`src/verilog/pkt_gen_pkg.sv`:
```
package pkt_gen_pkg;

    ////////////////////////////////////////
    // Stream geometry
    ////////////////////////////////////////
    localparam int BEAT_BYTES = 64;
    localparam int DATA_W     = 512;
    localparam int KEEP_W     = 64;

    localparam int PKT_NUM_W  = 16;
    localparam int PKT_SIZE_W = 14;

    ////////////////////////////////////////
    // Register map
    ////////////////////////////////////////
    localparam int AXIL_ADDR_W = 4;
    localparam int AXIL_DATA_W = 32;

    localparam logic [AXIL_ADDR_W-1:0] REG_CTRL     = 4'h0;
    localparam logic [AXIL_ADDR_W-1:0] REG_PKT_NUM  = 4'h4;
    localparam logic [AXIL_ADDR_W-1:0] REG_PKT_SIZE = 4'h8;
    localparam logic [AXIL_ADDR_W-1:0] REG_STATUS   = 4'hC;

    // Status word bits
    localparam int STAT_BUSY    = 0;
    localparam int STAT_DONE    = 1;
    localparam int STAT_FAIL    = 2;
    localparam int STAT_ALIGNED = 3;

    ////////////////////////////////////////
    // Payload pattern
    ////////////////////////////////////////
    localparam logic [7:0] PATTERN_FIRST = 8'd6;
    localparam logic [7:0] PATTERN_LAST  = 8'd255;

endpackage

```
`src/verilog/pkt_gen_regs.sv`:
```
`timescale 1ns/10ps

module pkt_gen_regs
    import pkt_gen_pkg::*;
#(
    parameter int DEFAULT_PKT_NUM  = 4,
    parameter int DEFAULT_PKT_SIZE = 522
)
(
    input  logic                   clk,
    input  logic                   sys_reset,

    input  logic [AXIL_ADDR_W-1:0] awaddr,
    input  logic                   awvalid,
    output logic                   awready,
    input  logic [AXIL_DATA_W-1:0] wdata,
    input  logic                   wvalid,
    output logic                   wready,
    output logic                   bvalid,
    input  logic                   bready,
    output logic [1:0]             bresp,
    input  logic [AXIL_ADDR_W-1:0] araddr,
    input  logic                   arvalid,
    output logic                   arready,
    output logic                   rvalid,
    input  logic                   rready,
    output logic [AXIL_DATA_W-1:0] rdata,
    output logic [1:0]             rresp,

    output logic                   start,
    output logic [PKT_NUM_W-1:0]   pkt_num,
    output logic [PKT_SIZE_W-1:0]  pkt_size,
    input  logic                   busy,
    input  logic                   done,
    input  logic                   fail,
    input  logic                   aligned
);

    logic                   wr_fire;
    logic                   rd_fire;
    logic [AXIL_DATA_W-1:0] status_word;
    logic [AXIL_DATA_W-1:0] rd_mux;

    assign wr_fire = awready & awvalid & wvalid;
    assign rd_fire = arready & arvalid;

    // Always OKAY
    assign bresp = 2'b00;
    assign rresp = 2'b00;

    ////////////////////////////////////////
    // Write path
    ////////////////////////////////////////
    always_ff @(posedge clk or posedge sys_reset)
    begin
        if (sys_reset)
        begin
            awready  <= 1'b0;
            wready   <= 1'b0;
            bvalid   <= 1'b0;
            start    <= 1'b0;
            pkt_num  <= PKT_NUM_W'(DEFAULT_PKT_NUM);
            pkt_size <= PKT_SIZE_W'(DEFAULT_PKT_SIZE);
        end
        else
        begin
            // Single-cycle accept of address and data together
            awready <= awvalid & wvalid & ~bvalid & ~awready;
            wready  <= awvalid & wvalid & ~bvalid & ~awready;
            start   <= wr_fire && (awaddr == REG_CTRL) && wdata[0];

            if (wr_fire)
                bvalid <= 1'b1;
            else if (bready)
                bvalid <= 1'b0;

            if (wr_fire)
            begin
                case (awaddr)
                    REG_PKT_NUM:  pkt_num  <= wdata[PKT_NUM_W-1:0];
                    REG_PKT_SIZE: pkt_size <= wdata[PKT_SIZE_W-1:0];
                    default:      ;
                endcase
            end
        end
    end

    ////////////////////////////////////////
    // Read path
    ////////////////////////////////////////
    always_comb
    begin
        status_word               = '0;
        status_word[STAT_BUSY]    = busy;
        status_word[STAT_DONE]    = done;
        status_word[STAT_FAIL]    = fail;
        status_word[STAT_ALIGNED] = aligned;
    end

    always_comb
    begin
        case (araddr)
            REG_PKT_NUM:  rd_mux = AXIL_DATA_W'(pkt_num);
            REG_PKT_SIZE: rd_mux = AXIL_DATA_W'(pkt_size);
            REG_STATUS:   rd_mux = status_word;
            default:      rd_mux = '0;
        endcase
    end

    always_ff @(posedge clk or posedge sys_reset)
    begin
        if (sys_reset)
        begin
            arready <= 1'b0;
            rvalid  <= 1'b0;
        end
        else
        begin
            arready <= arvalid & ~rvalid & ~arready;
            if (rd_fire)
                rvalid <= 1'b1;
            else if (rready)
                rvalid <= 1'b0;
        end
    end

    always_ff @(posedge clk)
    begin
        if (rd_fire)
            rdata <= rd_mux;
    end

endmodule

```
`src/verilog/pkt_gen_seq.sv`:
```
`timescale 1ns/10ps

module pkt_gen_seq #(
    parameter int INIT_WAIT = 16
)
(
    input  logic clk,
    input  logic sys_reset,
    input  logic start,
    input  logic rx_aligned,
    input  logic tx_ovfout,
    input  logic tx_unfout,
    input  logic frames_done,
    output logic load,
    output logic stream_en,
    output logic busy,
    output logic done,
    output logic fail,
    output logic aligned
);

    localparam int CNT_W = $clog2(INIT_WAIT + 1);

    localparam logic [2:0] LINK_WAIT = 3'd0;
    localparam logic [2:0] READY     = 3'd1;
    localparam logic [2:0] SETTLE    = 3'd2;
    localparam logic [2:0] STREAM    = 3'd3;
    localparam logic [2:0] HALT      = 3'd4;
    localparam logic [2:0] FINISH    = 3'd5;

    logic [2:0]       state;
    logic [CNT_W-1:0] settle_cnt;
    logic             fault;

    assign stream_en = (state == STREAM);

    // MAC status inputs
    always_ff @(posedge clk or posedge sys_reset)
    begin
        if (sys_reset)
        begin
            aligned <= 1'b0;
            fault   <= 1'b0;
        end
        else
        begin
            aligned <= rx_aligned;
            fault   <= tx_ovfout | tx_unfout;
        end
    end

    ////////////////////////////////////////
    // Run state machine
    ////////////////////////////////////////
    always_ff @(posedge clk or posedge sys_reset)
    begin
        if (sys_reset)
        begin
            state      <= LINK_WAIT;
            settle_cnt <= '0;
            load       <= 1'b0;
            busy       <= 1'b0;
            done       <= 1'b0;
            fail       <= 1'b0;
        end
        else
        begin
            load <= 1'b0;
            if (!aligned)
            begin
                state <= LINK_WAIT;
                busy  <= 1'b0;
                // Link dropped in the middle of a run
                if (busy)
                begin
                    done <= 1'b1;
                    fail <= 1'b1;
                end
            end
            else
            begin
                case (state)
                    LINK_WAIT:
                        state <= READY;
                    READY:
                        if (start)
                        begin
                            done       <= 1'b0;
                            fail       <= 1'b0;
                            load       <= 1'b1;
                            busy       <= 1'b1;
                            settle_cnt <= '0;
                            state      <= SETTLE;
                        end
                    SETTLE:
                        if (settle_cnt == CNT_W'(INIT_WAIT - 1))
                            state <= STREAM;
                        else
                            settle_cnt <= settle_cnt + 1'b1;
                    // Status closes as FINISH is entered, one cycle after frames_done
                    STREAM:
                        if (frames_done)
                        begin
                            done  <= 1'b1;
                            busy  <= 1'b0;
                            state <= FINISH;
                        end
                        else if (fault)
                            state <= HALT;
                    HALT:
                        if (fault || frames_done)
                        begin
                            done  <= 1'b1;
                            fail  <= fault;
                            busy  <= 1'b0;
                            state <= FINISH;
                        end
                        else
                            state <= STREAM;
                    FINISH:
                        state <= READY;
                    default:
                        state <= LINK_WAIT;
                endcase
            end
        end
    end

endmodule

```
`src/verilog/pkt_gen_frame.sv`:
```
`timescale 1ns/10ps

module pkt_gen_frame
    import pkt_gen_pkg::*;
(
    input  logic                  clk,
    input  logic                  sys_reset,
    input  logic                  load,
    input  logic                  stream_en,
    input  logic [PKT_NUM_W-1:0]  pkt_num,
    input  logic [PKT_SIZE_W-1:0] pkt_size,
    input  logic                  tready,
    output logic                  tvalid,
    output logic [DATA_W-1:0]     tdata,
    output logic [KEEP_W-1:0]     tkeep,
    output logic                  tlast,
    output logic                  frames_done
);

    localparam int REM_W = $clog2(BEAT_BYTES);

    logic [PKT_SIZE_W-1:0] bytes_left;
    logic [PKT_NUM_W-1:0]  pkts_left;
    logic [PKT_SIZE_W-1:0] size_q;
    logic [7:0]            pattern;
    logic [REM_W-1:0]      rem;
    logic [KEEP_W-1:0]     last_keep;
    logic                  accept;
    logic                  take;
    logic                  pkt_end;
    logic                  run_end;

    assign accept  = tvalid & tready;
    // Output slot free or draining this cycle
    assign take    = stream_en && (pkts_left != '0) && (!tvalid || tready);
    assign pkt_end = (bytes_left <= PKT_SIZE_W'(BEAT_BYTES));

    // Last beat keep, low rem lanes or a full beat
    assign rem       = size_q[REM_W-1:0];
    assign last_keep = (rem == '0) ? {KEEP_W{1'b1}}
                                   : {KEEP_W{1'b1}} >> (BEAT_BYTES - int'(rem));

    always_ff @(posedge clk or posedge sys_reset)
    begin
        if (sys_reset)
        begin
            tvalid      <= 1'b0;
            tlast       <= 1'b0;
            run_end     <= 1'b0;
            frames_done <= 1'b0;
            bytes_left  <= '0;
            pkts_left   <= '0;
        end
        else
        begin
            frames_done <= accept & run_end & ~load;

            if (take)
            begin
                tvalid  <= 1'b1;
                tlast   <= pkt_end;
                run_end <= pkt_end && (pkts_left == PKT_NUM_W'(1));
            end
            else if (accept)
            begin
                tvalid  <= 1'b0;
                tlast   <= 1'b0;
                run_end <= 1'b0;
            end

            if (load)
            begin
                bytes_left <= pkt_size;
                pkts_left  <= pkt_num;
                run_end    <= 1'b0;
            end
            else if (take)
            begin
                if (pkt_end)
                begin
                    bytes_left <= size_q;
                    pkts_left  <= pkts_left - 1'b1;
                end
                else
                    bytes_left <= bytes_left - PKT_SIZE_W'(BEAT_BYTES);
            end
        end
    end

    ////////////////////////////////////////
    // Beat payload
    ////////////////////////////////////////
    always_ff @(posedge clk)
    begin
        if (load)
        begin
            size_q  <= pkt_size;
            pattern <= PATTERN_FIRST;
        end
        else if (take && pkt_end)
            pattern <= (pattern == PATTERN_LAST) ? PATTERN_FIRST : pattern + 8'd1;

        if (take)
        begin
            tdata <= {BEAT_BYTES{pattern}};
            tkeep <= pkt_end ? last_keep : {KEEP_W{1'b1}};
        end
    end

endmodule

```
`src/verilog/pkt_gen_top.sv`:
```
`timescale 1ns/10ps

module pkt_gen_top
    import pkt_gen_pkg::*;
#(
    parameter int DEFAULT_PKT_NUM  = 4,
    parameter int DEFAULT_PKT_SIZE = 522,
    parameter int INIT_WAIT        = 16
)
(
    input  logic                   clk,
    input  logic                   sys_reset,

    input  logic [AXIL_ADDR_W-1:0] awaddr,
    input  logic                   awvalid,
    output logic                   awready,
    input  logic [AXIL_DATA_W-1:0] wdata,
    input  logic                   wvalid,
    output logic                   wready,
    output logic                   bvalid,
    input  logic                   bready,
    output logic [1:0]             bresp,
    input  logic [AXIL_ADDR_W-1:0] araddr,
    input  logic                   arvalid,
    output logic                   arready,
    output logic                   rvalid,
    input  logic                   rready,
    output logic [AXIL_DATA_W-1:0] rdata,
    output logic [1:0]             rresp,

    input  logic                   rx_aligned,
    input  logic                   tx_ovfout,
    input  logic                   tx_unfout,

    input  logic                   tready,
    output logic                   tvalid,
    output logic [DATA_W-1:0]      tdata,
    output logic [KEEP_W-1:0]      tkeep,
    output logic                   tlast
);

    logic                  start;
    logic [PKT_NUM_W-1:0]  pkt_num;
    logic [PKT_SIZE_W-1:0] pkt_size;
    logic                  load;
    logic                  stream_en;
    logic                  frames_done;
    logic                  busy;
    logic                  done;
    logic                  fail;
    logic                  aligned;

    pkt_gen_regs #(
        .DEFAULT_PKT_NUM  (DEFAULT_PKT_NUM),
        .DEFAULT_PKT_SIZE (DEFAULT_PKT_SIZE)
    ) regs_i (
        .clk       (clk),
        .sys_reset (sys_reset),
        .awaddr    (awaddr),
        .awvalid   (awvalid),
        .awready   (awready),
        .wdata     (wdata),
        .wvalid    (wvalid),
        .wready    (wready),
        .bvalid    (bvalid),
        .bready    (bready),
        .bresp     (bresp),
        .araddr    (araddr),
        .arvalid   (arvalid),
        .arready   (arready),
        .rvalid    (rvalid),
        .rready    (rready),
        .rdata     (rdata),
        .rresp     (rresp),
        .start     (start),
        .pkt_num   (pkt_num),
        .pkt_size  (pkt_size),
        .busy      (busy),
        .done      (done),
        .fail      (fail),
        .aligned   (aligned)
    );

    pkt_gen_seq #(
        .INIT_WAIT (INIT_WAIT)
    ) seq_i (
        .clk         (clk),
        .sys_reset   (sys_reset),
        .start       (start),
        .rx_aligned  (rx_aligned),
        .tx_ovfout   (tx_ovfout),
        .tx_unfout   (tx_unfout),
        .frames_done (frames_done),
        .load        (load),
        .stream_en   (stream_en),
        .busy        (busy),
        .done        (done),
        .fail        (fail),
        .aligned     (aligned)
    );

    pkt_gen_frame frame_i (
        .clk         (clk),
        .sys_reset   (sys_reset),
        .load        (load),
        .stream_en   (stream_en),
        .pkt_num     (pkt_num),
        .pkt_size    (pkt_size),
        .tready      (tready),
        .tvalid      (tvalid),
        .tdata       (tdata),
        .tkeep       (tkeep),
        .tlast       (tlast),
        .frames_done (frames_done)
    );

endmodule

```
`config.mk`:
```
export PLATFORM = sky130hd
export DESIGN_NAME = pkt_gen_top
export DESIGN_NICKNAME = d
export VERILOG_FILES = /design/src/verilog/pkt_gen_pkg.sv /design/src/verilog/pkt_gen_regs.sv /design/src/verilog/pkt_gen_seq.sv /design/src/verilog/pkt_gen_frame.sv /design/src/verilog/pkt_gen_top.sv
export SDC_FILE = /design/constraint.sdc
export NUM_CORES = 1
export LEC_CHECK = 0
export BUFFER_PORTS_ARGS = -buffer_cell sky130_fd_sc_hd__buf_2
export CORE_AREA = 8 8 255 257
export CTS_BUF_LIST = sky130_fd_sc_hd__clkbuf_4 sky130_fd_sc_hd__clkbuf_8
export CTS_CLUSTER_DIAMETER = 80
export DETAILED_ROUTE_END_ITERATION = 8
export DIE_AREA = 0 0 263 265
export GPL_TIMING_DRIVEN = 0
export SYNTH_ARGS = -nofsm -noshare
export SYNTH_HDL_FRONTEND = slang
export SYNTH_SLANG_ARGS = --single-unit
```
`constraint.sdc`:
```
create_clock -name clk -period 3.4 [get_ports clk]
set_input_delay 0.68 -clock clk [delete_from_list [all_inputs] [get_ports clk]]
set_output_delay 0.68 -clock clk [all_outputs]
set_load 0.02 [all_outputs]
```
==> metrics, run 1 <==
status finished, final reports clean; period utilization 0.903; drt drc 0; Worst R2R Path Depth 7; first-pass GRT wire length 59600 µm; Reg-to-Reg Start frame_i.bytes_left[8]; top-area cell type share of the netlist area 0.318; Initial Utilization 0.203; ys flop type edfxtp_1; most frequent cells after synthesis buf_4 (526), edfxtp_1 (102), dfrtp_1 (79), nand2_1 (70), o21ai_0 (50); CP startpoint kind register; Fillers 6421; antenna violations before repair 1; drt initial violations 607; Final WS setup 331 ps; Slew Limit Fails 0; clock skew 12.9 ps; WL/cell 14.8 µm; GR Util All Layers 0.107; drt pass-1 iters 5; Min-Delay Path Class in -> async; Post-Syn Area 12400 µm²; Post-Place Worst Slack 14.9 ps; CP Capture Type register; # H-tree levels 4; Post-CTS Hold Buffers 0; Hold Vio Cnt, Final 0; cts repair resizes 0; clock period minus worst slack 3070 ps; Netlist cell types 72; post-CTS setup buffer count 0; Clock transition at path regs 90 ps; largest net degree at the start of global routing 70; Area Overhead vs Synth 41.4%; CP max stage delay 600 ps; RR Endpoint frame_i.tkeep[9]; Cell Chain, Critical Path or3_1 > buf_2 > nor2_1 > nand3_1 > nor3_2 > clkbuf_1 > nand2_1; flip-flop and latch area 5310 µm²; vias in the first global route 9306; Static Leak 7.69 nW; Num CTS Buffers 17; drt total wl 40300 µm; CTS tree yes; CTS max path bufs 2; Post-DRT Antenna Nets 0; total core area 61000 µm²; most area-consuming cells after synthesis buf_4 (32%), edfxtp_1 (25%), dfrtp_1 (16%); crit path max fanout 10; power per cell area 243 nW/µm²; global route overflow 0; ant diodes 0; Die Ht 265 µm; multi-input logic area 3000 µm²; crit path to frame_i.tkeep[9]; Nets 1976; Worst VDD drop 277 µV; ys async rst share 0.430; Worst EP required 3600 ps; DIE AREA 69700 µm²; Crit-path slowest cell nor3_2; row count 91; register area share after synthesis 0.427; Yosys warnings 0; flop-to-flop setup slack 330 ps; Max Clk Rate 0.326 GHz; Yosys reg bits 193; Post-synth EDFFs 102; crit path DAT 3270 ps; final non-filler cell area 17600 µm²; RSZ-0062 raised after global routing false; Mapped Cells 1224; hpwl dp 32800 µm; CTS sink cnt 193; vias per inst 3.66; hold_ws 163 ps; via count 9950; Setup Viol. Count Final 0; most frequent cell after synthesis buf_4; max-capacitance violation count 0; Port Buffers 633; area leader, netlist buf_4; DP Area 17200 µm²; chip width 263 µm; Least-Margin Pin Slew 954 ps; Total Power 4.26 mW; clock latency on the worst-skew pair 470 ps; WS Path Type reg -> reg; Root Driver clkbuf_8; share of cells above drive strength 1 0.658; synthesized area per cell 10.1 µm²; Rel. slew slack 0.358; I/O pin cnt 670; GP Congestion 0.804; Worst Setup SP frame_i.bytes_left[8]
## cell families after synthesis
family,count (synthesis),share of synthesized area
xor gates and xnor gates,10,0.00705
AOI/OAI and AO/OA,152,0.0804
and+or+nand+nor,219,0.0942
muxes,47,0.0410
other,2,0.000605
adders and majority gates,11,0.0111
DFF,193,0.427
buffers and inverters,590,0.338
## per-stage QoR
step	setup TNS, ps	utilization	instances
after global placement	-47060	0.273	2666
after detailed placement	0	0.281	2685
after floorplan	0	-	1243
after global routing	0	0.288	2716
after CTS	0	0.287	2716
final	0	0.288	2716
## routing by layer
metal | wire [µm] | global-route usage
met2 | 21900 | 0.204
met1 | 14900 | 0.115
met3 | 2820 | 0.0311
met5 | 8 | 0
met4 | 697 | 0.0287
## placed cells by master, fill, tap and decap left out, drive strengths merged, types with 7 or more instances in the layout
| master | instances |
|---|---|
| buf | 1183 |
| edfxtp | 102 |
| dfrtp | 79 |
| nand2 | 70 |
| o21ai | 50 |
| clkbuf | 45 |
| nor2 | 36 |
| inv | 34 |
| mux2 | 31 |
| a21oi | 29 |
| nor3 | 22 |
| conb | 21 |
| mux2i | 16 |
| nand2b | 12 |
| a22o | 11 |
| ha | 11 |
| nor4 | 10 |
| nand3 | 9 |
| a31oi | 9 |
| dfxtp | 8 |
| and3 | 7 |
| or3 | 7 |
| xnor2 | 7 |
| nor3b | 7 |
| o31ai | 7 |
## power breakdown
group	total, mW	switching (mW)	internal [mW]
clock	1.50	0.834	0.669
sequential	2.54	0.0432	2.50
combinational	0.215	0.127	0.0872
total	4.26	1.00	3.26
## worst min path at each step
stage / from / endpoint / slack (ps) / cells after the start
6_report: sys_reset / regs_i.arready / 160 / 2
3_3_place_gp: regs_i.arready / regs_i.arready / 440 / 1
2_1_floorplan: frame_i.pattern[7] / frame_i.tdata[503] / 430 / 0
3_5_place_dp: regs_i.arready / regs_i.arready / 450 / 1
4_1_cts: sys_reset / regs_i.pkt_size[2] / 140 / 2
5_1_grt: sys_reset / regs_i.arready / 150 / 2
## worst max-delay path: cells and delay by family, from the launching register on
family / cells / cell delay [ps]
buffers and inverters: 2 / 680
flip-flops: 1 / 440
AND/OR/NAND/NOR: 5 / 1680
## final cells by class
cell class,instances,area share
Timing Repair Buffer,652,0.209
Buffer,557,0.232
Multi-Input combinational cell,460,0.171
Sequential cell,193,0.302
Inverter,33,0.00734
Clock inverter,12,0.00770
Clock buffer,19,0.0142
Tap cell,790,0.0563
## registers in the layout, summed over array words and instances (netlist names), 3 cells and up
name                count
frame_i.tkeep          64
frame_i.pkts_left      16
regs_i.pkt_num         16
regs_i.rdata           16
frame_i.bytes_left     14
frame_i.size_q         14
regs_i.pkt_size        14
frame_i.pattern         8
frame_i.tdata           8
seq_i.settle_cnt        5
seq_i.state             3
Note: power is estimated with default switching activity, not from simulation.
==> inputs of run 2 (changes only) <==
--- a/config.mk
+++ b/config.mk
@@ -7,7 +7,7 @@
 export LEC_CHECK = 0
 export BUFFER_PORTS_ARGS = -buffer_cell sky130_fd_sc_hd__buf_2
 export CORE_AREA = 8 8 255 257
-export CTS_BUF_LIST = sky130_fd_sc_hd__clkbuf_4 sky130_fd_sc_hd__clkbuf_8
+export CTS_BUF_LIST = sky130_fd_sc_hd__clkbuf_2 sky130_fd_sc_hd__clkbuf_4 sky130_fd_sc_hd__clkbuf_8
 export CTS_CLUSTER_DIAMETER = 80
 export DETAILED_ROUTE_END_ITERATION = 8
 export DIE_AREA = 0 0 263 265
==> constraint.sdc (replaced) <==
create_clock -name clk -period 3.1 [get_ports clk]
set_input_delay 0.62 -clock clk [delete_from_list [all_inputs] [get_ports clk]]
set_output_delay 0.62 -clock clk [all_outputs]
set_load 0.02 [all_outputs]
==> metrics, run 2 (same netlist as run 1, synthesis figures left out) <==
Clk pwr share 0.353 (about the same); commonest non-fill, non-tap cells in the layout buf_2 (636), buf_4 (526), edfxtp_1 (102), dfrtp_1 (79), nand2_1 (70); Least-Margin Pin Slew 966 ps (+12.2 ps); Setup Viol. Count Final 0 (unchanged); Crit-path slowest cell dfrtp_1; Min-Delay Path Class in -> async; Num CTS Buffers 17 (unchanged); CP max stage delay 420 ps (-180 ps); WL/cell 14.9 µm (+0.15%); Worst R2R Path Depth 8 (+1); Post-CTS Hold Buffers 0 (unchanged); Cell Chain, Critical Path inv_1 > ha_1 > nor4b_1 > a21oi_2 > clkbuf_1 > nor3_4 > clkbuf_1 > a21oi_1; Nets 1976 (unchanged); Root Driver clkbuf_8; Die Ht 265 µm (unchanged); row count 91 (unchanged); Worst EP required 3300 ps (-300 ps); Hold Vio Cnt, Final 0 (unchanged); max-capacitance violation count 0 (unchanged); CTS tree yes; GR Util All Layers 0.107 (unchanged); Net Sw Frac 0.237 (+0.000910); Clock transition at path regs 90 ps (about the same); first-pass GRT wire length 59600 µm (unchanged); clock period minus worst slack 2930 ps (-143 ps); DP Area 17200 µm² (unchanged); GP Congestion 0.804 (unchanged); drt initial violations 594 (-2.1%); CP startpoint kind register; CTS max path bufs 2 (unchanged); share of cells above drive strength 1 0.659 (+0.00156); via count 9952 (+0.020%); period utilization 0.944 (+0.0414); clock skew 14.2 ps (+1.31 ps); clock latency on the worst-skew pair 470 ps (about the same); Area Overhead vs Synth 41.6%; Worst VDD drop 304 µV (+9.7%); antenna violations before repair 1 (unchanged); largest net degree at the start of global routing 70 (unchanged); power per cell area 266 nW/µm² (+9.7%); crit path max fanout 10 (unchanged); hpwl dp 32800 µm (unchanged); Largest register FFs 64 (unchanged); drt drc 0 (unchanged); total core area 61000 µm² (unchanged); Static Leak 7.41 nW (-3.6%); multi-input logic area 3020 µm² (+0.63%); Top reg by flops frame_i.tkeep; RSZ-0062 raised after global routing false; Flop pwr share 0.596 (about the same); drt total wl 40400 µm (+0.15%); commonest non-fill, non-tap cell in the layout buf_2; CP Capture Type register; global route overflow 0 (unchanged); Util after Layout 0.288 (+0.000328); DIE AREA 69700 µm² (unchanged); drt pass-1 iters 5 (unchanged); chip width 263 µm (unchanged); Max Clk Rate 0.342 GHz (+4.9%); Net Switching 1.11 mW (+10%); crit path DAT 3120 ps (-150 ps); ant diodes 0 (unchanged); Post-DRT Antenna Nets 0 (unchanged); CTS sink cnt 193 (unchanged); Slew Limit Fails 0 (unchanged); Port Buffers 633 (unchanged); I/O pin cnt 670 (unchanged); flop-to-flop setup slack 170 ps (-160 ps); vias per inst 3.66 (about the same); Initial Utilization 0.203 (unchanged); hold_ws 98.7 ps (-64.3 ps); power share of the combinational group 0.051 (about the same); Cell Int Power 3.57 mW (+9.7%); most frequent CP cell clkbuf_1; final non-filler cell area 17600 µm² (+0.11%); # H-tree levels 4 (unchanged); WS Path Type reg -> reg; setup TNS 0 ps (unchanged); Fillers 6420 (-0.016%); vias in the first global route 9306 (unchanged); RR Endpoint frame_i.tkeep[44]; Reg-to-Reg Start frame_i.bytes_left[7]; status finished, final reports clean; CP Buf/Inv Count 3 (+1); flip-flop and latch area 5310 µm² (unchanged); Rel. slew slack 0.350 (-0.00820); family with the most delay on the worst path buffers and inverters
==> run 2: cell count changes in the layout (fill, tap and decap cells not counted) <==
| cell | previous run | this run |
|---|---|---|
| clkbuf_2 | 1 | 2 |
| a21oi_2 | 0 | 1 |
| nor3_4 | 0 | 2 |
| nor3_2 | 2 | 0 |
| a21oi_1 | 29 | 28 |
| clkbuf_1 | 25 | 24 |
| nor2_1 | 36 | 35 |
| nor2_2 | 0 | 1 |
==> run 2: through the flow <==
| step | setup slack, ps | power [mW] | std cells |
|---|---|---|---|
| final | 174 | 4.68 | 2716 |
| after global routing | 20.2 | 4.85 | 2716 |
| after CTS | 27.2 | 4.73 | 2716 |
| after detailed placement | -285 | 3.09 | 2685 |
| after global placement | -842 | 3.08 | 2666 |
| after floorplan | 350 | 2.99 | 1243 |
==> run 2: cell type report <==
type	instances	share of cell area
sequential	193	0.302
buffer	557	0.232
timing repair buffer	652	0.209
multi-input combinational	460	0.172
tap	790	0.0562
clock buffer	19	0.0142
clock inverter	12	0.00769
inverter	33	0.00733
==> run 2: how the worst max path moves through the flow <==
stage / to / cells past startpoint / slack, ps / start
floorplan: frame_i.bytes_left[0] / 1 / 350 / sys_reset
global placement: regs_i.pkt_size[11] / 2 / -840 / sys_reset
detailed placement: frame_i.tkeep[9] / 7 / -290 / frame_i.bytes_left[8]
CTS: frame_i.tkeep[9] / 7 / 30 / frame_i.bytes_left[8]
global route: frame_i.tkeep[44] / 7 / 20 / frame_i.bytes_left[6]
finish: frame_i.tkeep[44] / 8 / 170 / frame_i.bytes_left[7]
==> run 2: routing by layer <==
layer	GRT usage	vias up	wire, µm
li1	-	5008	-
met5	0	-	8
met3	0.0311	48	2870
met4	0.0287	2	724
met1	0.115	4515	14900
met2	0.204	379	21900
==> run 2: power by group through the flow <==
stage	Combinational [mW]	Sequential, mW	Clock, mW
floorplan	0.138	2.85	0
global placement	0.231	2.84	0
detailed placement	0.240	2.85	0
CTS	0.241	2.79	1.70
global route	0.261	2.80	1.79
finish	0.237	2.79	1.65
==> run 2: what timing repair did <==
| action | 4_1_cts | 5_1_grt |
|---|---|---|
| gates resized for setup | 2 | 6 |
| endpoints found under the setup margin | 20 | 26 |
| buffers inserted | 0 | 0 |
